**config.mk**
```make
export PLATFORM = sky130hd
export DESIGN_NAME = sample_buffer
export DESIGN_NICKNAME = d
export VERILOG_FILES = /design/src/hw/caf_pkg.sv /design/src/hw/sample_buffer.sv
export SDC_FILE = /design/constraint.sdc
export NUM_CORES = 1
export LEC_CHECK = 0
export BUFFER_PORTS_ARGS = -buffer_cell sky130_fd_sc_hd__buf_2
export CORE_ASPECT_RATIO = 2
export CORE_UTILIZATION = 59
export DETAILED_ROUTE_END_ITERATION = 8
export GPL_TIMING_DRIVEN = 0
export PLACE_DENSITY = 0.75
export REMOVE_ABC_BUFFERS = 1
export SYNTH_ARGS = -nofsm -noshare
export SYNTH_HDL_FRONTEND = slang
export SYNTH_SLANG_ARGS = --single-unit
```
**constraint.sdc**
```tcl
create_clock -name clk -period 2.55 [get_ports clk]
set_input_delay 0.1275 -clock clk [delete_from_list [all_inputs] [get_ports clk]]
set_output_delay 0.1275 -clock clk [all_outputs]
set_load 0.005 [all_outputs]
```
**src/hw/caf_pkg.sv**
```systemverilog
`default_nettype none

package caf_pkg;

   typedef logic [15:0]        sample_t;  // i in [15:8], q in [7:0]
   typedef logic signed [7:0]  comp_t;
   typedef logic [2:0]         phase_t;   // eighths of a turn
   typedef logic signed [23:0] acc_t;
   typedef logic [24:0]        mag_t;     // |re| + |im|

   localparam int rot_shift = 6;  // tables carry a gain of 64

   localparam comp_t rot_cos [8] = '{8'sd64, 8'sd45, 8'sd0, -8'sd45,
                                     -8'sd64, -8'sd45, 8'sd0, 8'sd45};
   localparam comp_t rot_sin [8] = '{8'sd0, 8'sd45, 8'sd64, 8'sd45,
                                     8'sd0, -8'sd45, -8'sd64, -8'sd45};

   typedef enum logic [2:0] {
      INIT,
      IDLE,
      LOAD_REF,
      LOAD_CAP,
      CORRELATE,
      FIND_MAX,
      REPORT
   } caf_state_t;

   function automatic comp_t sample_i(sample_t s);
      return comp_t'(s[15:8]);
   endfunction

   function automatic comp_t sample_q(sample_t s);
      return comp_t'(s[7:0]);
   endfunction

   function automatic sample_t make_sample(comp_t i, comp_t q);
      return {i, q};
   endfunction

   // L1 magnitude, -2^23 maps to 2^23 through the zero-extended bit pattern
   function automatic mag_t l1_mag(acc_t re, acc_t im);
      logic [23:0] a_re;
      logic [23:0] a_im;
      a_re = re[23] ? 24'(-re) : 24'(re);
      a_im = im[23] ? 24'(-im) : 24'(im);
      return {1'b0, a_re} + {1'b0, a_im};
   endfunction

endpackage

`default_nettype wire

```
**src/hw/sample_buffer.sv**
```systemverilog
`timescale 1ns/1ps
`default_nettype none

module sample_buffer #(
   parameter  int DEPTH  = 16,
   localparam int addr_w = $clog2(DEPTH)
) (
   input  logic              clk,
   input  logic              we,
   input  logic [addr_w-1:0] addr,
   input  caf_pkg::sample_t  wdata,
   output caf_pkg::sample_t  rdata
);
   import caf_pkg::*;

   sample_t mem [DEPTH];

   always_ff @(posedge clk) begin
      if (we) begin
         mem[addr] <= wdata;
      end
      rdata <= mem[addr];  // old contents on a write cycle
   end

   a_wr_in_range: assert property (@(posedge clk)
      we |-> (int'(addr) < DEPTH));

endmodule

`default_nettype wire

```
==> results.py <==
metrics = {
    "status": {
        "status": "completed",
    },
    "finish": {
        "layoutNonFillerInstCount": 736,
        "area_delta_synth_final_pct": 17.30,
        "nFillCells": 968,
        "final_common_cell": "edfxtp_1",
        "antennaDiodeCount": 0,
        "utilization_pct": 70.48,
        "layout_common_cells": "256 x edfxtp_1, 62 x mux4_2, 35 x buf_2",
        "drive_gt1_share_pct": 34.59,
        "final_net_count": 535,
    },
    "critical_path": {
        "critPathArrivalTime_ps": 1940,
        "rr_endpoint": "rdata[2]",
        "worstPathRequired_ps": 2760,
        "critical_path_class": "in2reg",
        "reg2reg_from": "mem[10][2]",
        "r2r.worst_path.cells": 3,
        "cp-start-kind": "primary input",
        "crit_fanout": 36,
        "reg2reg_slack_ps": 1110,
        "end_kind": "flop",
    },
    "cts": {
        "cts_buffers": 22,
        "cts_buffer_depth": 3,
        "clk_latency_ps": 520,
        "postCtsSetupBuffers": 0,
        "path_clk_slew_ps": 70,
        "numClockSinks": 272,
        "cts-root-buf": "clkbuf_16",
        "cts_tree": "done",
        "cts_resized": 0,
        "htree_levels": 1,
    },
    "die": {
        "dieArea_sq_um": 17550,
        "ioPinCount": 38,
        "chipHeight_um": 186.3,
        "die_w_um": 94.17,
        "initial_utilization_pct": 60.08,
        "coreArea_sq_um": 16680,
        "num_rows": 67,
    },
    "place": {
        "place_inst": 680,
        "hpwl_um": 12050,
        "gp_congestion": 0.6823,
        "numPortBuffers": 37,
    },
    "route": {
        "post_drt_wl_per_cell_um": 28.37,
        "ant_nets": 0,
        "dr.pass1.iters": 6,
        "vias": 4742,
        "drt-vias-per-instance": 6.443,
        "wirelength_um": 20880,
        "dr.first_iter.drc_count": 347,
        "drc_errors": 0,
    },
    "timing": {
        "fmax_ghz": 0.5791,
        "timing.final.hold_violations": 0,
        "finalCritPeriodShare_pct": 67.71,
        "fin_crit_ps": 1727,
        "rsz0062_at_grt": "false",
        "setup_viol": 0,
        "worst_pin_slew_ps": 1026,
        "setup_tns_ps": 0,
        "finClkSkew_ps": 11.88,
        "relSlewSlack_pct": 31.63,
        "slew_violations": 0,
    },
    "power": {
        "power_frac_comb_pct": 5.1,
        "seq_power_share_pct": 53.9,
        "power_density_nw_per_um2": 791.7,
        "p_int_mw": 7.475,
        "p_sw_share_pct": 19.69,
        "p_sw_mw": 1.833,
        "clkPwrFrac_pct": 41.0,
        "ir_worst_vdd_mv": 0.6142,
        "leakage_nw": 3.834,
    },
    "synthesis": {
        "yosys_warnings": 0,
        "ys_ff_latch": 272,
        "synth_area_sq_um": 10020,
        "netlist-cell-type-count": 18,
        "ys_seq_area_share_pct": 79.89,
        "synth_cells": 434,
        "syn_avg_cell_area_sq_um": 23.10,
    },
    "global_routing": {
        "grt_antenna_before_repair": 0,
        "grt_pass1_wl_um": 31010,
        "grt_use_total_pct": 25.56,
        "grt_pass1_vias": 5005,
        "overflow": 0,
        "grt_start_max_net_pins": 59,
    },
    "min_path": {
        "min_from": "addr[1]",
        "timing.hold.worst_path_depth": 4,
        "hold_end": "rdata[4]",
        "hp-class": "in2reg",
    },
    "flow_run": {
        "drv_cap": 0,
    },
}
## what timing repair did
item | 4_1_cts | 5_1_grt
endpoints found under the setup margin | 0 | 0
hold buffers | 16 | 0
hold endpoints to repair | 246 | 0
## registers in the layout, summed over array words and instances, names as in the netlist
name   flops
mem      256
rdata     16
## power by group through the flow
| stage | clock network, mW | registers, mW | logic (mW) |
|---|---|---|---|
| final | 3.82 | 5.02 | 0.473 |
| after global routing | 4.00 | 5.03 | 0.506 |
| after CTS | 3.85 | 5.02 | 0.477 |
| after floorplan | 0 | 5.12 | 0.196 |
| after global placement | 0 | 5.11 | 0.403 |
| after detailed placement | 0 | 5.12 | 0.451 |
## through the flow
stage          worst slack [ps]  hold slack, ps  instance area (sq um)  total power [mW]
6_report                  823.3           199.5                  11760             9.308
5_1_grt                   714.6           235.2                  11760             9.536
4_1_cts                   819.8           198.4                  11760             9.348
3_5_place_dp              286.9           505.6                  10770             5.570
3_3_place_gp              -2051           481.8                  10330             5.515
2_1_floorplan             367.4           226.4                   9889             5.312
## cells in the mapped netlist (all sizes together)
master,n,share of area [%]
nor2,13,0.49
nor3,4,0.20
nand2b,2,0.12
clkbuf,14,0.52
and2,1,0.062
nand2,17,0.64
mux4,64,14
dfxtp,16,3.2
nand3b,2,0.15
nor2b,2,0.12
a22oi,32,2.4
nand3,1,0.050
or3b,1,0.087
edfxtp,256,77
buf,9,0.81
## routing by layer
layer	track usage, %	wire [um]	vias to the layer above
li1	-	-	1990
met1	33.55	7541	2503
met2	42.75	11330	196
met3	3.341	1205	53
met4	11.07	804	0
met5	0	0	-
## layout make-up
class                   count  area (sq um)  area share (%)
multi-input cells         139          1939           16.49
repair buffers             78         724.4           6.162
clock inverters            16         247.7           2.107
well taps                 207         259.0           2.203
flip-flops and latches    272          8008           68.11
clock buffers              24         579.3           4.927
## worst max-delay path: stages
cell	delay, ps
buf_4	540
nand2b_1	310
nor2_2	670
buf_8	260
## cell families after synthesis
| group | synth area share, % |
|---|---|
| buf+inv | 1.336 |
| compound gates | 2.397 |
| mux | 14.46 |
| flops | 79.89 |
| simple gates | 1.922 |
## worst max-delay path by stage
stage,startpoint,to,slack [ps],depth (start not counted)
detailed placement,addr[0],mem[13][15],290,4
finish,addr[0],mem[13][12],820,4
global route,addr[0],mem[13][4],710,4
floorplan,addr[2],mem[0][0],370,2
global placement,addr[0],mem[12][6],-2050,2
CTS,addr[0],mem[13][4],820,4
Power figures use the tool's default switching activity.
