===== config.mk =====
export PLATFORM = sky130hd
export DESIGN_NAME = freq_shift_flat
export DESIGN_NICKNAME = d
export VERILOG_FILES = /design/src/hw/caf_pkg.sv /design/src/hw/caf_stream_if.sv /design/src/hw/freq_shift.sv /design/src/flat_wrapper.sv
export SDC_FILE = /design/constraint.sdc
export NUM_CORES = 1
export LEC_CHECK = 0
export BUFFER_PORTS_ARGS = -buffer_cell sky130_fd_sc_hd__buf_2
export CORE_MARGIN = 2
export CORE_UTILIZATION = 35
export CTS_CLUSTER_DIAMETER = 30
export DETAILED_ROUTE_END_ITERATION = 6
export PLACE_DENSITY = 0.75
export SETUP_SLACK_MARGIN = 0.02
export SLEW_MARGIN = 40
export SYNTH_ARGS = -nofsm -noshare
export SYNTH_HDL_FRONTEND = slang
export SYNTH_SLANG_ARGS = --single-unit

===== constraint.sdc =====
create_clock -name clk -period 1.35 [get_ports clk]
set_input_delay 0.0675 -clock clk [delete_from_list [all_inputs] [get_ports clk]]
set_output_delay 0.0675 -clock clk [all_outputs]
set_load 0.1 [all_outputs]

===== src/hw/caf_pkg.sv =====
`default_nettype none

package caf_pkg;

   typedef logic [15:0]        sample_t;  // i in [15:8], q in [7:0]
   typedef logic signed [7:0]  comp_t;
   typedef logic [2:0]         phase_t;   // eighths of a turn
   typedef logic signed [23:0] acc_t;
   typedef logic [24:0]        mag_t;     // |re| + |im|

   localparam int rot_shift = 6;  // tables carry a gain of 64

   localparam comp_t rot_cos [8] = '{8'sd64, 8'sd45, 8'sd0, -8'sd45,
                                     -8'sd64, -8'sd45, 8'sd0, 8'sd45};
   localparam comp_t rot_sin [8] = '{8'sd0, 8'sd45, 8'sd64, 8'sd45,
                                     8'sd0, -8'sd45, -8'sd64, -8'sd45};

   typedef enum logic [2:0] {
      INIT,
      IDLE,
      LOAD_REF,
      LOAD_CAP,
      CORRELATE,
      FIND_MAX,
      REPORT
   } caf_state_t;

   function automatic comp_t sample_i(sample_t s);
      return comp_t'(s[15:8]);
   endfunction

   function automatic comp_t sample_q(sample_t s);
      return comp_t'(s[7:0]);
   endfunction

   function automatic sample_t make_sample(comp_t i, comp_t q);
      return {i, q};
   endfunction

   // L1 magnitude, -2^23 maps to 2^23 through the zero-extended bit pattern
   function automatic mag_t l1_mag(acc_t re, acc_t im);
      logic [23:0] a_re;
      logic [23:0] a_im;
      a_re = re[23] ? 24'(-re) : 24'(re);
      a_im = im[23] ? 24'(-im) : 24'(im);
      return {1'b0, a_re} + {1'b0, a_im};
   endfunction

endpackage

`default_nettype wire


===== src/hw/caf_stream_if.sv =====
`timescale 1ns/1ps
`default_nettype none

interface caf_stream_if #(
   parameter int LAG_W  = 4,
   parameter int ADDR_W = 4
);
   import caf_pkg::*;

   logic              valid;
   logic              first;       // n == 0 of a lag
   logic              last;        // n == REF_LEN-1
   logic [LAG_W-1:0]  lag;
   logic [ADDR_W-1:0] cap_index;   // m = n + lag
   sample_t           ref_sample;
   sample_t           cap_sample;

   modport src       (output valid, first, last, lag, cap_index, ref_sample, cap_sample);
   modport shift_in  (input  valid, first, last, lag, cap_index, ref_sample, cap_sample);
   modport shift_out (output valid, first, last, lag, cap_index, ref_sample, cap_sample);
   modport sink      (input  valid, first, last, lag, cap_index, ref_sample, cap_sample);

endinterface

`default_nettype wire


===== src/hw/freq_shift.sv =====
`timescale 1ns/1ps
`default_nettype none

module freq_shift #(
   parameter int BIN = 0
) (
   input logic             clk,
   input logic             rst,
   caf_stream_if.shift_in  up,
   caf_stream_if.shift_out down
);
   import caf_pkg::*;

   phase_t                         ph;
   logic signed [15:0]             p_ic;
   logic signed [15:0]             p_qs;
   logic signed [15:0]             p_is;
   logic signed [15:0]             p_qc;
   logic signed [16:0]             re_full;
   logic signed [16:0]             im_full;
   logic                           v_1;
   logic                           first_1;
   logic                           last_1;
   logic [$bits(up.lag)-1:0]       lag_1;
   logic [$bits(up.cap_index)-1:0] idx_1;
   sample_t                        ref_1;

   // |re| can reach about 180 so clip back into a sample component
   function automatic comp_t sat8(logic signed [16:0] v);
      if (v > 17'sd127) begin
         return 8'sd127;
      end
      if (v < -17'sd128) begin
         return -8'sd128;
      end
      return comp_t'(v);
   endfunction

   assign ph = phase_t'(BIN * int'(up.cap_index));  // (b*m) mod 8

   // stage 1
   always_ff @(posedge clk) begin
      if (rst) begin
         v_1     <= 1'b0;
         first_1 <= 1'b0;
         last_1  <= 1'b0;
      end else begin
         v_1     <= up.valid;
         first_1 <= up.first;
         last_1  <= up.last;
      end
      p_ic  <= sample_i(up.cap_sample) * rot_cos[ph];
      p_qs  <= sample_q(up.cap_sample) * rot_sin[ph];
      p_is  <= sample_i(up.cap_sample) * rot_sin[ph];
      p_qc  <= sample_q(up.cap_sample) * rot_cos[ph];
      lag_1 <= up.lag;
      idx_1 <= up.cap_index;
      ref_1 <= up.ref_sample;
   end

   assign re_full = p_ic - p_qs;
   assign im_full = p_is + p_qc;

   // stage 2
   always_ff @(posedge clk) begin
      if (rst) begin
         down.valid <= 1'b0;
         down.first <= 1'b0;
         down.last  <= 1'b0;
      end else begin
         down.valid <= v_1;
         down.first <= first_1;
         down.last  <= last_1;
      end
      down.lag        <= lag_1;
      down.cap_index  <= idx_1;
      down.ref_sample <= ref_1;
      down.cap_sample <= make_sample(sat8(re_full >>> rot_shift),
                                     sat8(im_full >>> rot_shift));
   end

endmodule

`default_nettype wire


===== src/flat_wrapper.sv =====
// flat-port wrapper written by rule: the top's interface ports become plain ports
module freq_shift_flat import caf_pkg::*;
#(
   parameter int BIN = 0
)
  (clk, rst, up_valid, up_first, up_last, up_lag, up_cap_index, up_ref_sample, up_cap_sample, down_valid, down_first, down_last, down_lag, down_cap_index, down_ref_sample, down_cap_sample);
  caf_stream_if up_i ();
  caf_stream_if down_i ();
  input logic clk;
  input logic rst;
  input wire logic [$bits(up_i.valid)-1:0] up_valid;
  input wire logic [$bits(up_i.first)-1:0] up_first;
  input wire logic [$bits(up_i.last)-1:0] up_last;
  input wire logic [$bits(up_i.lag)-1:0] up_lag;
  input wire logic [$bits(up_i.cap_index)-1:0] up_cap_index;
  input wire logic [$bits(up_i.ref_sample)-1:0] up_ref_sample;
  input wire logic [$bits(up_i.cap_sample)-1:0] up_cap_sample;
  output wire logic [$bits(down_i.valid)-1:0] down_valid;
  output wire logic [$bits(down_i.first)-1:0] down_first;
  output wire logic [$bits(down_i.last)-1:0] down_last;
  output wire logic [$bits(down_i.lag)-1:0] down_lag;
  output wire logic [$bits(down_i.cap_index)-1:0] down_cap_index;
  output wire logic [$bits(down_i.ref_sample)-1:0] down_ref_sample;
  output wire logic [$bits(down_i.cap_sample)-1:0] down_cap_sample;
  assign up_i.valid = up_valid;
  assign up_i.first = up_first;
  assign up_i.last = up_last;
  assign up_i.lag = up_lag;
  assign up_i.cap_index = up_cap_index;
  assign up_i.ref_sample = up_ref_sample;
  assign up_i.cap_sample = up_cap_sample;
  assign down_valid = down_i.valid;
  assign down_first = down_i.first;
  assign down_last = down_i.last;
  assign down_lag = down_i.lag;
  assign down_cap_index = down_i.cap_index;
  assign down_ref_sample = down_i.ref_sample;
  assign down_cap_sample = down_i.cap_sample;
  freq_shift #(.BIN(BIN)) u_core (.clk(clk), .rst(rst), .up(up_i), .down(down_i));
endmodule

==> results.ini <==
[status]
outcome=complete, no violations

[synth]
yosysTopAreaCellShare_pct=94.64
ys_types=3
yosysWarnings=0
yosys-top-cells-count=86 x dfxtp_1, 16 x clkbuf_1, 6 x nor2b_1
synth_edf_count=0
synthTopCellsByArea=dfxtp_1 95%, clkbuf_1 3.3%, nor2b_1 2.1%
synth.area.mux_share_pct=0
syn_area_per_cell_um2=16.84
syn_area_um2=1819
seq_area_frac_synth_pct=94.64
synth-compound-area-share_pct=0
syn-instance-count=108
yosys.cell_count.top_type=dfxtp_1
synth_top_family_by_area=buffers and inverters
synth_nets=153
async_flop_share_pct=0
synth_simple_gate_area_share_pct=2.063
synthFlopType=dfxtp_1
synth_top_area_cell=dfxtp_1
synth_seq_cells=86
synthAdderAreaFrac_pct=0
synth-xor-area-share_pct=0

[floorplan]
initial_core_util_pct=35.85
die_area_um2=5790
core_area_um2=5075
io_pins=88
die_x_um=76.10
fp-row-count=26
die_h_um=76.10

[cts]
cts_sinks=86
h-tree-depth=3
cts.path.max_buffers=2
cts_setup_buffers=0
clock_latency_ns=0.33
cts_buffers=9
clk_pin_slew_ns=0.08
clockRootBuffer=clkbuf_8
cts_tree=built

[global_route]
grt_pass1_wl_um=5685
grt_pass1_vias=1268
grt_use_met2_pct=25.36
track_usage_pct=13.62
grt_max_degree=14
use_met1_pct=11.51
top_usage_layer=met2
antenna_found_initial=0
grt_use_met3_pct=8.531
gr-total-overflow=0

[sta]
fin_crit_sh_pct=86.59
slew_violations=0
hold_viol_final=0
period_needed_ns=1.169
tightest_slew_ns=0.4988
fmax_ghz=0.8555
rsz0062_at_grt=no
fin_worst_skew_ns=0.005373
setup_viol=0
slew-limit-headroom_pct=66.98
tns_ns=0

[critical_path]
critPathLaunchType=input pin
cp.arrival_ns=1.40
cpMostUsedCell=dlygate4sd3_1
cp_slowest_cell=dlygate4sd3_1
cp_slowest_stage_delay_ns=0.54
worstPathMaxFanout=1
path_cells=dlygate4sd3_1, buf_2, nor2b_1, dlygate4sd3_1
cp-end-kind=flop
crit_start=up_valid
reg2reg_setup_slack_ns=0.82
crit_type=input pin to flop
r2r_start=u_core.v_1
critPathRequiredTime_ns=1.58
reg2reg_to=u_core.down.valid
worstRegToRegCells=1
crit_end=u_core.v_1

[drt]
drtPass1Iterations=4
via_per_inst=3.642
wire_per_inst_um=11.53
vias=1129
finalWirelength_um=3575
drt_iter0_markers=16
ant_nets=0
drcViolationCount=0

[final_layout]
fin_nets=281
areaGrowthSynthToFinish_pct=61.21
num_antenna_cells=0
final_core_util_pct=57.79
drive_gt1_share_pct=41.67

[pwr]
powerDensity_nw_per_um2=1747
power_leakage_nw=1.368
worst_ir_drop_vdd_uv=924.5

[min_path]
hold_class=flop to flop

[flow_run]
drv_cap=0

[placed_design]
port_buffers=87
hpwl_um=1976
gp_congestion=0.6713

==> sequential cells by signal, indices dropped and copies added (netlist names), 4 cells and up <==
register / flops
u_core.down.cap_sample: 16
u_core.down.ref_sample: 16
u_core.ref_1: 16
u_core.p_ic: 8
u_core.p_qc: 8
u_core.down.cap_index: 4
u_core.down.lag: 4
u_core.idx_1: 4
u_core.lag_1: 4
==> report_power, final <==
group	switching (W)	internal, W	total, W
sequential	0.0000303	0.00267	0.00270
clock	0.000793	0.000897	0.00169
combinational	0.000555	0.000178	0.000733
==> final cells by class <==
type / instances / area [um^2]
clock inverter: 3 / 45.04
multi-input combinational: 6 / 37.54
sequential: 86 / 1722
tap: 70 / 87.58
timing repair buffer: 133 / 895.9
fill: 395 / 2142
clock buffer: 12 / 145.1
==> stage by stage <==
stage               hold WS, ns  instances  cell area (um^2)  power, W  worst slack [ns]
finish                   0.3272        310              2933  0.005123            0.1811
global route             0.3320        310              2933  0.005347            0.1091
CTS                      0.3294        310              2933  0.005197            0.1526
detailed placement       0.1711        249              2282  0.003388            0.5489
global placement         0.1696        249              2282  0.003380            0.5485
floorplan               0.09522        108              1819  0.003264            0.3735
==> logic make-up (layout without fill, tap and decap cells) <==
kind of cell	count (synthesis)	after routing
flops	86	86
simple gates	6	6
buf+inv	16	148
==> routing by layer <==
layer / share of wire [%] / wire [um]
met5: 0 / 0
met4: 1.5 / 53
met3: 7.4 / 265
met2: 56 / 1992
met1: 35 / 1263
==> layout by cell type (no fill, tap or decap) <==
cell and instances:
dlygate4sd3_1 46, bufinv_16 1, clkinvlp_4 2, clkbuf_8 10, nor2b_1 6, clkbuf_1 2
dfxtp_1 86, buf_2 87
==> repair_timing <==
action	in CTS	in global routing
hold endpoints to repair	46	0
hold buffers	46	0
resized for setup	0	0
==> worst min path at each step <==
stage,startpoint,to,slack [ns],cells after the start
after global routing,up_cap_sample[11],u_core.p_ic[9],0.33,2
after global placement,up_lag[0],u_core.lag_1[0],0.17,1
final,u_core.p_qc[7],u_core.down.cap_sample[1],0.33,0
after floorplan,up_cap_index[0],u_core.idx_1[0],0.1,0
after detailed placement,up_cap_sample[4],u_core.p_qc[10],0.17,1
after CTS,up_cap_index[0],u_core.idx_1[0],0.33,2
==> critical path: cells and delay by family <==
kind | cells | cell delay (ns)
buf+inv | 3 | 1.21
simple gates | 1 | 0.12
No activity file was read; power rests on OpenSTA's default activity.
