--- src/hw/caf_pkg.sv ---
`default_nettype none

package caf_pkg;

   typedef logic [15:0]        sample_t;  // i in [15:8], q in [7:0]
   typedef logic signed [7:0]  comp_t;
   typedef logic [2:0]         phase_t;   // eighths of a turn
   typedef logic signed [23:0] acc_t;
   typedef logic [24:0]        mag_t;     // |re| + |im|

   localparam int rot_shift = 6;  // tables carry a gain of 64

   localparam comp_t rot_cos [8] = '{8'sd64, 8'sd45, 8'sd0, -8'sd45,
                                     -8'sd64, -8'sd45, 8'sd0, 8'sd45};
   localparam comp_t rot_sin [8] = '{8'sd0, 8'sd45, 8'sd64, 8'sd45,
                                     8'sd0, -8'sd45, -8'sd64, -8'sd45};

   typedef enum logic [2:0] {
      INIT,
      IDLE,
      LOAD_REF,
      LOAD_CAP,
      CORRELATE,
      FIND_MAX,
      REPORT
   } caf_state_t;

   function automatic comp_t sample_i(sample_t s);
      return comp_t'(s[15:8]);
   endfunction

   function automatic comp_t sample_q(sample_t s);
      return comp_t'(s[7:0]);
   endfunction

   function automatic sample_t make_sample(comp_t i, comp_t q);
      return {i, q};
   endfunction

   // L1 magnitude, -2^23 maps to 2^23 through the zero-extended bit pattern
   function automatic mag_t l1_mag(acc_t re, acc_t im);
      logic [23:0] a_re;
      logic [23:0] a_im;
      a_re = re[23] ? 24'(-re) : 24'(re);
      a_im = im[23] ? 24'(-im) : 24'(im);
      return {1'b0, a_re} + {1'b0, a_im};
   endfunction

endpackage

`default_nettype wire

--- src/hw/caf_stream_if.sv ---
`timescale 1ns/1ps
`default_nettype none

interface caf_stream_if #(
   parameter int LAG_W  = 4,
   parameter int ADDR_W = 4
);
   import caf_pkg::*;

   logic              valid;
   logic              first;       // n == 0 of a lag
   logic              last;        // n == REF_LEN-1
   logic [LAG_W-1:0]  lag;
   logic [ADDR_W-1:0] cap_index;   // m = n + lag
   sample_t           ref_sample;
   sample_t           cap_sample;

   modport src       (output valid, first, last, lag, cap_index, ref_sample, cap_sample);
   modport shift_in  (input  valid, first, last, lag, cap_index, ref_sample, cap_sample);
   modport shift_out (output valid, first, last, lag, cap_index, ref_sample, cap_sample);
   modport sink      (input  valid, first, last, lag, cap_index, ref_sample, cap_sample);

endinterface

`default_nettype wire

--- src/hw/caf_control.sv ---
`timescale 1ns/1ps
`default_nettype none

module caf_control #(
   parameter  int REF_LEN  = 8,
   parameter  int CAP_LEN  = 16,
   parameter  int NUM_BINS = 4,
   localparam int ref_w    = $clog2(REF_LEN),
   localparam int addr_w   = $clog2(CAP_LEN),
   localparam int lag_w    = $clog2(CAP_LEN - REF_LEN + 1),
   localparam int bin_w    = $clog2(NUM_BINS)
) (
   input  logic                           clk,
   input  logic                           rst,
   input  logic                           in_req,
   output logic                           in_ack,
   output logic                           ref_we,
   output logic                           cap_we,
   output logic [ref_w-1:0]               ref_addr,
   output logic [addr_w-1:0]              buf_addr,
   input  caf_pkg::sample_t               ref_rdata,
   input  caf_pkg::sample_t               cap_rdata,
   caf_stream_if.src                      raw,
   input  logic [NUM_BINS-1:0]            bin_done,
   input  caf_pkg::mag_t [NUM_BINS-1:0]   bin_mag,
   input  logic [NUM_BINS-1:0][lag_w-1:0] bin_lag,
   output logic                           res_req,
   input  logic                           res_ack,
   output logic [bin_w-1:0]               best_bin,
   output logic [lag_w-1:0]               best_lag,
   output caf_pkg::mag_t                  best_mag
);
   import caf_pkg::*;

   localparam int num_lags = CAP_LEN - REF_LEN + 1;

   caf_state_t          state;
   logic [addr_w-1:0]   ld_cnt;
   logic                wr_en;
   logic                rd_on;      // read sequencer running
   logic [ref_w-1:0]    rd_n;
   logic [lag_w-1:0]    rd_lag;
   logic [NUM_BINS-1:0] done_seen;
   logic [bin_w-1:0]    scan;

   assign wr_en  = (state == LOAD_REF || state == LOAD_CAP) && in_req && !in_ack;
   assign ref_we = wr_en && (state == LOAD_REF);
   assign cap_we = wr_en && (state == LOAD_CAP);

   assign ref_addr = (state == LOAD_REF) ? ref_w'(ld_cnt) : rd_n;
   assign buf_addr = (state == LOAD_CAP) ? ld_cnt : addr_w'(rd_n) + addr_w'(rd_lag);

   assign raw.ref_sample = ref_rdata;
   assign raw.cap_sample = cap_rdata;

   // controls lag the address by the RAM read cycle
   always_ff @(posedge clk) begin
      if (rst) begin
         raw.valid <= 1'b0;
         raw.first <= 1'b0;
         raw.last  <= 1'b0;
      end else begin
         raw.valid <= rd_on;
         raw.first <= rd_on && (rd_n == '0);
         raw.last  <= rd_on && (rd_n == ref_w'(REF_LEN - 1));
      end
      raw.lag       <= rd_lag;
      raw.cap_index <= buf_addr;
   end

   always_ff @(posedge clk) begin
      if (rst) begin
         state     <= INIT;
         in_ack    <= 1'b0;
         res_req   <= 1'b0;
         ld_cnt    <= '0;
         rd_on     <= 1'b0;
         rd_n      <= '0;
         rd_lag    <= '0;
         done_seen <= '0;
         scan      <= '0;
      end else begin
         if (in_ack && !in_req) begin
            in_ack <= 1'b0;
         end else if (wr_en) begin
            in_ack <= 1'b1;
         end

         if (rd_on) begin
            if (rd_n == ref_w'(REF_LEN - 1)) begin
               rd_n   <= '0;
               rd_lag <= rd_lag + 1'b1;
               if (rd_lag == lag_w'(num_lags - 1)) begin
                  rd_on <= 1'b0;
               end
            end else begin
               rd_n <= rd_n + 1'b1;
            end
         end

         done_seen <= done_seen | bin_done;

         case (state)
            INIT: begin
               ld_cnt <= '0;
               state  <= IDLE;
            end
            IDLE: begin
               if (in_req) begin
                  ld_cnt <= '0;
                  state  <= LOAD_REF;
               end
            end
            LOAD_REF: begin
               if (wr_en) begin
                  if (ld_cnt == addr_w'(REF_LEN - 1)) begin
                     ld_cnt <= '0;
                     state  <= LOAD_CAP;
                  end else begin
                     ld_cnt <= ld_cnt + 1'b1;
                  end
               end
            end
            LOAD_CAP: begin
               if (wr_en) begin
                  if (ld_cnt == addr_w'(CAP_LEN - 1)) begin
                     rd_on     <= 1'b1;
                     rd_n      <= '0;
                     rd_lag    <= '0;
                     done_seen <= '0;
                     state     <= CORRELATE;
                  end else begin
                     ld_cnt <= ld_cnt + 1'b1;
                  end
               end
            end
            CORRELATE: begin
               if (&done_seen) begin
                  scan  <= '0;
                  state <= FIND_MAX;
               end
            end
            FIND_MAX: begin
               if (scan == bin_w'(NUM_BINS - 1)) begin
                  res_req <= 1'b1;
                  state   <= REPORT;
               end else begin
                  scan <= scan + 1'b1;
               end
            end
            REPORT: begin
               if (res_req && res_ack) begin
                  res_req <= 1'b0;
               end else if (!res_req && !res_ack) begin
                  state <= IDLE;
               end
            end
            default: state <= INIT;
         endcase
      end
   end

   // bins scanned in order, lower bin wins a tie
   always_ff @(posedge clk) begin
      if (state == FIND_MAX && (scan == '0 || bin_mag[scan] > best_mag)) begin
         best_bin <= scan;
         best_lag <= bin_lag[scan];
         best_mag <= bin_mag[scan];
      end
   end

   a_res_hold: assert property (@(posedge clk) disable iff (rst)
      (res_req && !res_ack) |=> res_req);

endmodule

`default_nettype wire

--- src/flat_wrapper.sv ---
// flat-port wrapper written by rule: the top's interface ports become plain ports
module caf_control_flat import caf_pkg::*;
#(
   parameter  int REF_LEN  = 8,
   parameter  int CAP_LEN  = 16,
   parameter  int NUM_BINS = 4,
   localparam int ref_w    = $clog2(REF_LEN),
   localparam int addr_w   = $clog2(CAP_LEN),
   localparam int lag_w    = $clog2(CAP_LEN - REF_LEN + 1),
   localparam int bin_w    = $clog2(NUM_BINS)
)
  (clk, rst, in_req, in_ack, ref_we, cap_we, ref_addr, buf_addr, ref_rdata, cap_rdata, bin_done, bin_mag, bin_lag, res_req, res_ack, best_bin, best_lag, best_mag, raw_valid, raw_first, raw_last, raw_lag, raw_cap_index, raw_ref_sample, raw_cap_sample);
  caf_stream_if raw_i ();
  input  logic clk;
  input  logic rst;
  input  logic in_req;
  output logic in_ack;
  output logic ref_we;
  output logic cap_we;
  output logic [ref_w-1:0] ref_addr;
  output logic [addr_w-1:0] buf_addr;
  input  caf_pkg::sample_t ref_rdata;
  input  caf_pkg::sample_t cap_rdata;
  input  logic [NUM_BINS-1:0] bin_done;
  input  caf_pkg::mag_t [NUM_BINS-1:0] bin_mag;
  input  logic [NUM_BINS-1:0][lag_w-1:0] bin_lag;
  output logic res_req;
  input  logic res_ack;
  output logic [bin_w-1:0] best_bin;
  output logic [lag_w-1:0] best_lag;
  output caf_pkg::mag_t best_mag;
  output wire logic [$bits(raw_i.valid)-1:0] raw_valid;
  output wire logic [$bits(raw_i.first)-1:0] raw_first;
  output wire logic [$bits(raw_i.last)-1:0] raw_last;
  output wire logic [$bits(raw_i.lag)-1:0] raw_lag;
  output wire logic [$bits(raw_i.cap_index)-1:0] raw_cap_index;
  output wire logic [$bits(raw_i.ref_sample)-1:0] raw_ref_sample;
  output wire logic [$bits(raw_i.cap_sample)-1:0] raw_cap_sample;
  assign raw_valid = raw_i.valid;
  assign raw_first = raw_i.first;
  assign raw_last = raw_i.last;
  assign raw_lag = raw_i.lag;
  assign raw_cap_index = raw_i.cap_index;
  assign raw_ref_sample = raw_i.ref_sample;
  assign raw_cap_sample = raw_i.cap_sample;
  caf_control #(.REF_LEN(REF_LEN), .CAP_LEN(CAP_LEN), .NUM_BINS(NUM_BINS)) u_core (.clk(clk), .rst(rst), .in_req(in_req), .in_ack(in_ack), .ref_we(ref_we), .cap_we(cap_we), .ref_addr(ref_addr), .buf_addr(buf_addr), .ref_rdata(ref_rdata), .cap_rdata(cap_rdata), .raw(raw_i), .bin_done(bin_done), .bin_mag(bin_mag), .bin_lag(bin_lag), .res_req(res_req), .res_ack(res_ack), .best_bin(best_bin), .best_lag(best_lag), .best_mag(best_mag));
endmodule
--- config.mk ---
export PLATFORM = sky130hd
export DESIGN_NAME = caf_control_flat
export DESIGN_NICKNAME = d
export VERILOG_FILES = /design/src/hw/caf_pkg.sv /design/src/hw/caf_stream_if.sv /design/src/hw/caf_control.sv /design/src/flat_wrapper.sv
export SDC_FILE = /design/constraint.sdc
export NUM_CORES = 1
export LEC_CHECK = 0
export BUFFER_PORTS_ARGS = -buffer_cell sky130_fd_sc_hd__buf_4
export CORE_UTILIZATION = 36
export DETAILED_ROUTE_END_ITERATION = 6
export PLACE_DENSITY = 0.68
export SYNTH_ARGS = -nofsm -noshare
export SYNTH_HDL_FRONTEND = slang
export SYNTH_SLANG_ARGS = --single-unit
--- constraint.sdc ---
create_clock -name clk -period 7.1 [get_ports clk]
set_input_delay 0.71 -clock clk [delete_from_list [all_inputs] [get_ports clk]]
set_output_delay 0.71 -clock clk [all_outputs]
set_load 0.03 [all_outputs]
==> results of run 1 <==
-- cell families after synthesis --
logic type	count (synthesis)
muxes	36
buffers and inverters	82
AOI/OAI and AO/OA	57
and+or+nand+nor	89
xor gates and xnor gates	7
adders and majority gates	37
DFF	65
-- worst max-delay path, delay by kind of cell (launching register included) --
family | cells | cell delay, ps
compound gates | 2 | 1070
fa+ha+maj | 1 | 330
flops | 1 | 1040
mux | 1 | 630
simple gates | 2 | 760
-- stage by stage --
step,hold WS [ps],cells
floorplan,384,373
global placement,424,644
detailed placement,422,644
CTS,433,660
global route,438,660
finish,428,660
-- area by class of cell --
cell class,count,area (µm²),share of cell area (%)
inverters,36,135,2.42
flip-flops and latches,65,1610,28.9
repair buffers,177,1330,23.8
well taps,140,175,3.14
clock buffers,13,250,4.48
clock inverters,3,17.5,0.314
multi-input cells,226,2060,36.9
-- sequential cells by signal (all words and copies together) (netlist names) --
name                  cells
u_core.best_mag          25
u_core.best_lag           4
u_core.done_seen          4
u_core.ld_cnt             4
u_core.raw.cap_index      4
u_core.raw.lag            4
u_core.rd_lag             4
u_core.rd_n               3
u_core.state              3
u_core.best_bin           2
u_core.scan               2
u_core.in_ack             1
u_core.raw.first          1
u_core.raw.last           1
u_core.raw.valid          1
u_core.rd_on              1
u_core.res_req            1
-- worst max path at each step --
stage	end
2_1_floorplan	u_core.best_bin[0]
3_3_place_gp	u_core.best_lag[2]
3_5_place_dp	u_core.best_mag[1]
4_1_cts	u_core.best_bin[0]
5_1_grt	u_core.best_bin[0]
6_report	u_core.best_bin[0]
-- layer usage --
metal | routed length (µm) | up-vias
met1 | 4360 | 1554
met3 | 1000 | 10
li1 | - | 1605
met2 | 5480 | 141
met4 | 78 | 0
met5 | 0 | -
-- synth_stat cells, types with 2 or more instances --
master    number  share of area, %
dfxtp_1       34                17
nor2_1        34               3.1
nand4_1        8               1.2
nor3_1         6              0.73
or4_1          2              0.37
inv_1         35               3.2
mux4_2        29                16
buf_4         34               6.2
a211oi_1       2              0.37
a21o_1         3              0.55
or3_1          3              0.46
buf_2          6              0.73
o21a_1         2              0.37
xor2_1         4              0.85
o21ai_1        2              0.24
clkbuf_1       4              0.37
nand2_1       16               1.5
xnor2_1        3              0.64
a21oi_1       25               3.0
o31ai_1        2              0.37
ha_1          36                11
a22oi_1        2              0.37
edfxtp_1      31                23
and2_1         3              0.46
nand3_1        5              0.61
mux2_2         5               1.4
o21ai_0       10               1.2
nor2b_1        3              0.46
-- power by group through the flow --
stage / combinational (W) / clock [W] / sequential, W
global route: 0.000179 / 0.000423 / 0.000424
finish: 0.000164 / 0.000396 / 0.000422
global placement: 0.000163 / 0 / 0.000429
floorplan: 0.000130 / 0 / 0.000420
detailed placement: 0.000164 / 0 / 0.000429
CTS: 0.000165 / 0.000410 / 0.000421
==> reports/summary.txt, run 1 <==
LAYOUT
-------------------------------------------------------------------------------------
Post-route cell area                                                      0.00558 mm²
Layout net count                                                                  708
Top library cells by usage in the layout, fill and taps aside            buf_4 (177), ha_1 (36), inv_1 (35), nor2_1 (34), dfxtp_1 (33)
Growth of design area from synthesis to finish                                  35.7%
Utilization after layout                                                        50.8%
Diodes inserted                                                                     0
Most frequent standard cell in the layout excluding fill and tap cells          buf_4
Share of cells above drive strength 1                                           44.6%
Fillers                                                                           991

POWER AND IR DROP
-------------------------------------------------------------------------------------
Total power consumption of the routed design                               0.000982 W
Logic gate share of total power                                                 16.7%
Total leakage power                                                           2.46 nW
Internal power summed over all cells                                       0.000739 W
Switching share of power                                                        24.8%
Total power per unit cell area                                             176 mW/mm²
P_sw                                                                       0.000243 W
Part of the power in registers                                                  43.0%
Peak supply drop                                                           0.000132 V
Share of power burned in the clock network                                      40.3%

GRT
-------------------------------------------------------------------------------------
Total track usage                                                               18.2%
Maximum number of pins on one net before global-route repair                       34
Antenna violations before repair                                                    0
Wire length of the first global-routing pass                                  16.4 mm
Global-route met1 utilization                                                   21.3%
Overflow left after global routing                                                  0
Busiest layer in global routing                                                  met2
Vias in the first global route                                                   3280
Global Route met2 Usage                                                         32.1%
Global routing met3 resource utilization                                        5.50%

CRITICAL PATH
-------------------------------------------------------------------------------------
Cell depth of the worst flop-to-flop path                                           6
CP startpoint                                                            u_core.scan[0]
Crit start category                                                          register
CP peak stage delay                                                           1040 ps
Slack of the worst reg-to-reg path                                            2860 ps
Largest fanout on the critical path                                                33
Arr. time, crit path                                                          4180 ps
Cell breakdown of the critical path                                      mux4_2, ha_1, nand4_1, or4_1, o211a_1, o21ai_4
Critical path capture point type                                             register
Startpoint of the worst-slack reg-to-reg timing path                     u_core.scan[0]
Startpoint-to-endpoint class of the critical path                          reg -> reg
Endpoint of the lowest-slack register-to-register path                   u_core.best_bin[0]
Master of the slowest instance on the critical path                           dfxtp_2
Data required time of the critical path                                       7030 ps

ROUTING
-------------------------------------------------------------------------------------
Vias                                                                             3310
DR WL/cell                                                                    16.6 µm
Router iterations before antenna repair                                             4
Antenna-violating nets left                                                         0
Via-per-instance ratio                                                           5.02
Violation count after the first detailed-route iteration                          141
DRC violation count after routing                                                   0
Aggregate routed wire length                                                  10.9 mm

TIMING
-------------------------------------------------------------------------------------
Clock tree skew after final layout                                            7.88 ps
Max_slew headroom                                                               27.8%
Final hold viol count                                                               0
Transition time at the pin with the least slew margin                         1080 ps
Setup violations, final                                                             0
Setup repair after global routing missed its margin                                no
Final worst slack                                                             2860 ps
Period utilization                                                              59.8%
Achievable frequency                                                          236 MHz
Final-layout setup total negative slack                                          0 ps
Post-layout minimum cycle time                                                4240 ps
Final number of max-transition violations                                           0

FLOW RUN
-------------------------------------------------------------------------------------
Max capacitance violation total                                                     0

FLOORPLAN
-------------------------------------------------------------------------------------
Die boundary height                                                            109 µm
Total core area                                                            0.0110 mm²
I/O Pins                                                                          241
Area of the die                                                            0.0119 mm²
Initial Util                                                                    37.4%
Horiz. Die Dim                                                                 109 µm
Floorplan row count                                                                38

PLACEMENT
-------------------------------------------------------------------------------------
Estimated wirelength of the detail-placed design                              8.74 mm
Worst slack, placed                                                           2810 ps
Placed Area                                                               0.00531 mm²
Routability congestion estimate from global placement                           0.828
Port Buf Inserts                                                                  176

CTS
-------------------------------------------------------------------------------------
Clock tree from TritonCTS                                                         yes
Count of instances resized after the clock tree is built                            0
Clock buffer depth                                                                  2
Number of clock sinks                                                              65
Clock buffers created by TritonCTS                                                  9
Worst-skew pair later-pin latency                                              320 ps
CTS HTree Levels                                                                    3
Clock-pin slew on the worst setup and hold paths                                50 ps
Setup bufs post-CTS                                                                 0
Quantity of hold-fixing buffers added after cts                                     0
Master cell of the clock root buffer                                        clkbuf_16

SYNTH
-------------------------------------------------------------------------------------
XOR/XNOR Fraction of Synth Area                                                 1.49%
Main flop type after synthesis                                                dfxtp_1
Multiplexer share of the synthesized area                                       17.8%
Post-Synthesis Cell Area                                                  0.00411 mm²
Synthesized netlist net count                                                     566
Number of library cell types mapped by synthesis                                   52
Synth Area in Adders                                                            11.4%
Number of enable flip-flop cells after synthesis                                   31
Number of instances in the synthesized netlist                                    373
Syn_area_per_cell                                                            11.0 µm²
Synth async-reset ratio                                                            0%
Synthesized-area fraction occupied by ao, oa, aoi and oai cells                 8.49%
Yosys reg bits                                                                     65
Area fraction in and, or, nand and nor cells after synthesis                    10.7%
Share of the yosys chip area belonging to registers                             39.2%
Dominant combinational cell family by area after synthesis               multiplexers
Number of synthesis warnings                                                        0

RUN STATUS
-------------------------------------------------------------------------------------
Status                                                                      completed

MIN PATH
-------------------------------------------------------------------------------------
Worst hold stages                                                                   0
Hold path endpoint                                                       u_core.raw.lag[0]
Path class of the lowest-slack min-delay path                              reg -> reg
Launch point of the worst hold path                                      u_core.rd_lag[0]

No activity file was read; power rests on OpenSTA's default activity.
==> run 2: changes to the inputs <==
ABC_AREA = 1   (was default)
PLACE_DENSITY = 0.7   (was 0.68)
clock period = 3.8 ns   (was 7.1 ns; I/O delays follow)
==> reports/summary.txt, run 2 <==
CTS
-------------------------------------------------------------------------------------
Clock-pin slew on the worst setup and hold paths                                60 ps   about the same
Clock tree from TritonCTS                                                         yes
Quantity of hold-fixing buffers added after cts                                     0   unchanged
Master cell of the clock root buffer                                        clkbuf_16
CTS HTree Levels                                                                    3   unchanged
Worst-skew pair later-pin latency                                              330 ps   about the same
Clock buffer depth                                                                  2   unchanged
Count of instances resized after the clock tree is built                            0   unchanged
Number of clock sinks                                                              65   unchanged
Clock buffers created by TritonCTS                                                  9   unchanged
Setup bufs post-CTS                                                                 0   unchanged

MIN PATH
-------------------------------------------------------------------------------------
Worst hold stages                                                                   3   +3
Launch point of the worst hold path                                       bin_done[3]
Hold path endpoint                                                       u_core.done_seen[3]
Path class of the lowest-slack min-delay path                               in -> reg

ROUTING
-------------------------------------------------------------------------------------
Vias                                                                             4205   +27%
Violation count after the first detailed-route iteration                          211   +50%
DRC violation count after routing                                                   0   unchanged
Via-per-instance ratio                                                           5.07   +1.1%
DR WL/cell                                                                    15.2 µm   -8.3%
Antenna-violating nets left                                                         0   unchanged
Aggregate routed wire length                                                  12.6 mm   +15%
Router iterations before antenna repair                                             4   unchanged

FLOORPLAN
-------------------------------------------------------------------------------------
Area of the die                                                            0.0122 mm²   +3.2%
Die boundary height                                                            111 µm   +1.6%
Initial Util                                                                    37.0%   -0.42 points
Horiz. Die Dim                                                                 111 µm   +1.6%
I/O Pins                                                                          241   unchanged
Total core area                                                            0.0115 mm²   +4.4%
Floorplan row count                                                                39   +2.6%

SYNTH
-------------------------------------------------------------------------------------
Ranking of synthesized cells by instance count                           nor2_1 (97), o21ai_0 (71), nand2_1 (59)
Most frequent cell after synthesis                                             nor2_1
Main flop type after synthesis                                                dfxtp_1
Number of library cell types mapped by synthesis                                   38   -27%
Post-Synthesis Cell Area                                                  0.00424 mm²   +3.2%
Yosys top cell area share                                                       21.9%   -0.71 points
Syn_area_per_cell                                                            7.83 µm²   -29%
Most area-consuming cells after synthesis                                edfxtp_1 (22%), dfxtp_1 (16%), ha_1 (11%)
Yosys reg bits                                                                     65   unchanged
Number of enable flip-flop cells after synthesis                                   31   unchanged
Synthesized netlist net count                                                     735   +30%
Number of synthesis warnings                                                        0   unchanged
Synth async-reset ratio                                                            0%   unchanged
Share of the yosys chip area belonging to registers                             38.0%   -1.2 points
Post-synth top area cell                                                     edfxtp_1
Number of instances in the synthesized netlist                                    542   +45%

PLACEMENT
-------------------------------------------------------------------------------------
Port Buf Inserts                                                                  176   unchanged
Placed Area                                                               0.00549 mm²   +3.3%
Routability congestion estimate from global placement                           0.864   +4.4%
Estimated wirelength of the detail-placed design                              9.64 mm   +10%

LAYOUT
-------------------------------------------------------------------------------------
Top library cells by usage in the layout, fill and taps aside            buf_4 (179), nor2_1 (97), o21ai_0 (71), nand2_1 (59), inv_1 (53)
Share of cells above drive strength 1                                           32.2%   -12 points
Area occupied by multi-input gates                                        0.00208 mm²   +1.2%
Post-route cell area                                                      0.00583 mm²   +4.5%
Most frequent standard cell in the layout excluding fill and tap cells          buf_4
Diodes inserted                                                                     0   unchanged
Flip-flop count of the largest register, all copies and words added                25   unchanged
Layout net count                                                                  874   +23%
Fillers                                                                          1100   +11%
Reg area                                                                  0.00161 mm²   unchanged
Register name with the most flops                                        u_core.best_mag
Growth of design area from synthesis to finish                                  37.4%

TIMING
-------------------------------------------------------------------------------------
Clock tree skew after final layout                                            7.70 ps   -0.179 ps
Final hold viol count                                                               0   unchanged
Setup violations, final                                                             0   unchanged
Final number of max-transition violations                                           0   unchanged
Transition time at the pin with the least slew margin                          553 ps   -530 ps
Fin Hold WS                                                                    289 ps   -138 ps
Post-layout minimum cycle time                                                3140 ps   -1110 ps
Max_slew headroom                                                               63.1%   +35 points
Period utilization                                                              82.5%   +23 points
Setup repair after global routing missed its margin                                no
Final-layout setup total negative slack                                          0 ps   unchanged
Achievable frequency                                                          319 MHz   +35%

CRITICAL PATH
-------------------------------------------------------------------------------------
Crit start category                                                          register
Arr. time, crit path                                                          3170 ps   -1010 ps
Slack of the worst reg-to-reg path                                             660 ps   -2190 ps
Data required time of the critical path                                       3840 ps   -3190 ps
Endpoint of the lowest-slack register-to-register path                   u_core.best_lag[3]
Cell depth of the worst flop-to-flop path                                          15   +9
Critical path capture point type                                             register
Startpoint of the worst-slack reg-to-reg timing path                     u_core.scan[0]
Largest fanout on the critical path                                                60   +82%
Startpoint-to-endpoint class of the critical path                          reg -> reg

GRT
-------------------------------------------------------------------------------------
Vias in the first global route                                                   4231   +29%
Maximum number of pins on one net before global-route repair                       61   +79%
Antenna violations before repair                                                    0   unchanged
Total track usage                                                               20.7%   +2.5 points
Wire length of the first global-routing pass                                  20.3 mm   +24%
Overflow left after global routing                                                  0   unchanged

POWER AND IR DROP
-------------------------------------------------------------------------------------
Total power per unit cell area                                             558 mW/mm²   +220%
Peak supply drop                                                           0.000362 V   +170%
Total leakage power                                                           2.79 nW   +13%

RUN STATUS
-------------------------------------------------------------------------------------
Status                                                                      completed

FLOW RUN
-------------------------------------------------------------------------------------
Max capacitance violation total                                                     0   unchanged

==> run 2: cell count changes after synthesis, moves of 5 or more <==
cell      before  now
nor2_1        34   97
o21ai_0       10   71
nand2_1       16   59
mux4_2        29    0
o22ai_1        0   28
inv_1         35   53
clkbuf_1       4   18
a21oi_1       25   20
buf_2          6    1
mux2_2         5    0
nor3_1         6    1
==> run 2: cell families (layout without fill, tap and decap cells) <==
logic type / Yosys count / after routing / synth area share, %
AND/OR/NAND/NOR: 190 / 190 / 19.5
AO/OA/AOI/OAI: 133 / 133 / 17.2
buffers and inverters: 112 / 256 / 13.2
flip-flops: 65 / 65 / 38.0
adder cells (fa/ha/maj): 37 / 37 / 11.1
XOR/XNOR: 5 / 5 / 1.03
==> run 2: worst max-delay path by stage <==
stage,start,endpoint,slack (ps),depth (start not counted)
floorplan,u_core.scan[0],u_core.best_bin[0],20,13
global placement,u_core.scan[0],u_core.best_mag[14],700,15
detailed placement,u_core.scan[0],u_core.best_lag[1],610,15
CTS,u_core.scan[0],u_core.best_mag[23],600,15
global route,u_core.scan[0],u_core.best_mag[23],230,15
finish,u_core.scan[0],u_core.best_lag[3],660,15
==> run 2: layout make-up <==
| cell class | instances | area share (%) |
|---|---|---|
| Multi-Input combinational cell | 365 | 35.8 |
| Clock buffer | 11 | 4.72 |
| Timing Repair Buffer | 181 | 23.7 |
| Clock inverter | 5 | 1.16 |
| Inverter | 59 | 3.91 |
| Sequential cell | 65 | 27.7 |
| Tap cell | 143 | 3.07 |
==> run 2: critical path, cell delays in order, from the launching register on <==
cell and delay [ps]:
dfxtp_2 330, buf_4 440, o21ai_0 220, o22ai_1 310, ha_1 180, nand2_1 40
inv_1 60, nand2_1 70, nor2_1 130, o21ai_0 100, nand2_1 60, nand2_1 40
nand3_1 60, nand2_1 80, a21oi_4 460, buf_12 230
==> run 2: metal layers <==
layer | vias up | wire [µm] | share of wire, % | GRT usage (%)
li1 | 2075 | - | - | -
met1 | 1913 | 5140 | 41 | 24.4
met2 | 190 | 6110 | 49 | 35.4
met3 | 27 | 1110 | 8.8 | 7.14
met5 | - | 0 | 0 | 0
met4 | 0 | 223 | 1.8 | 5.69
==> run 2: where the power goes <==
part           total (W)  internal (W)  switching [W]
clock           0.000922      0.000595       0.000326
combinational    0.00141      0.000526       0.000883
sequential      0.000921      0.000862      0.0000594
==> run 2: per-stage QoR <==
| stage | utilization (%) | power [W] | cells | setup slack (ps) |
|---|---|---|---|---|
| 3_3_place_gp | 47.9 | 0.00231 | 813 | 705 |
| 2_1_floorplan | - | 0.00195 | 542 | 17.9 |
| 6_report | 50.8 | 0.00325 | 829 | 664 |
| 4_1_cts | 50.8 | 0.00328 | 829 | 596 |
| 3_5_place_dp | 47.9 | 0.00235 | 813 | 612 |
| 5_1_grt | 50.8 | 0.00350 | 829 | 227 |
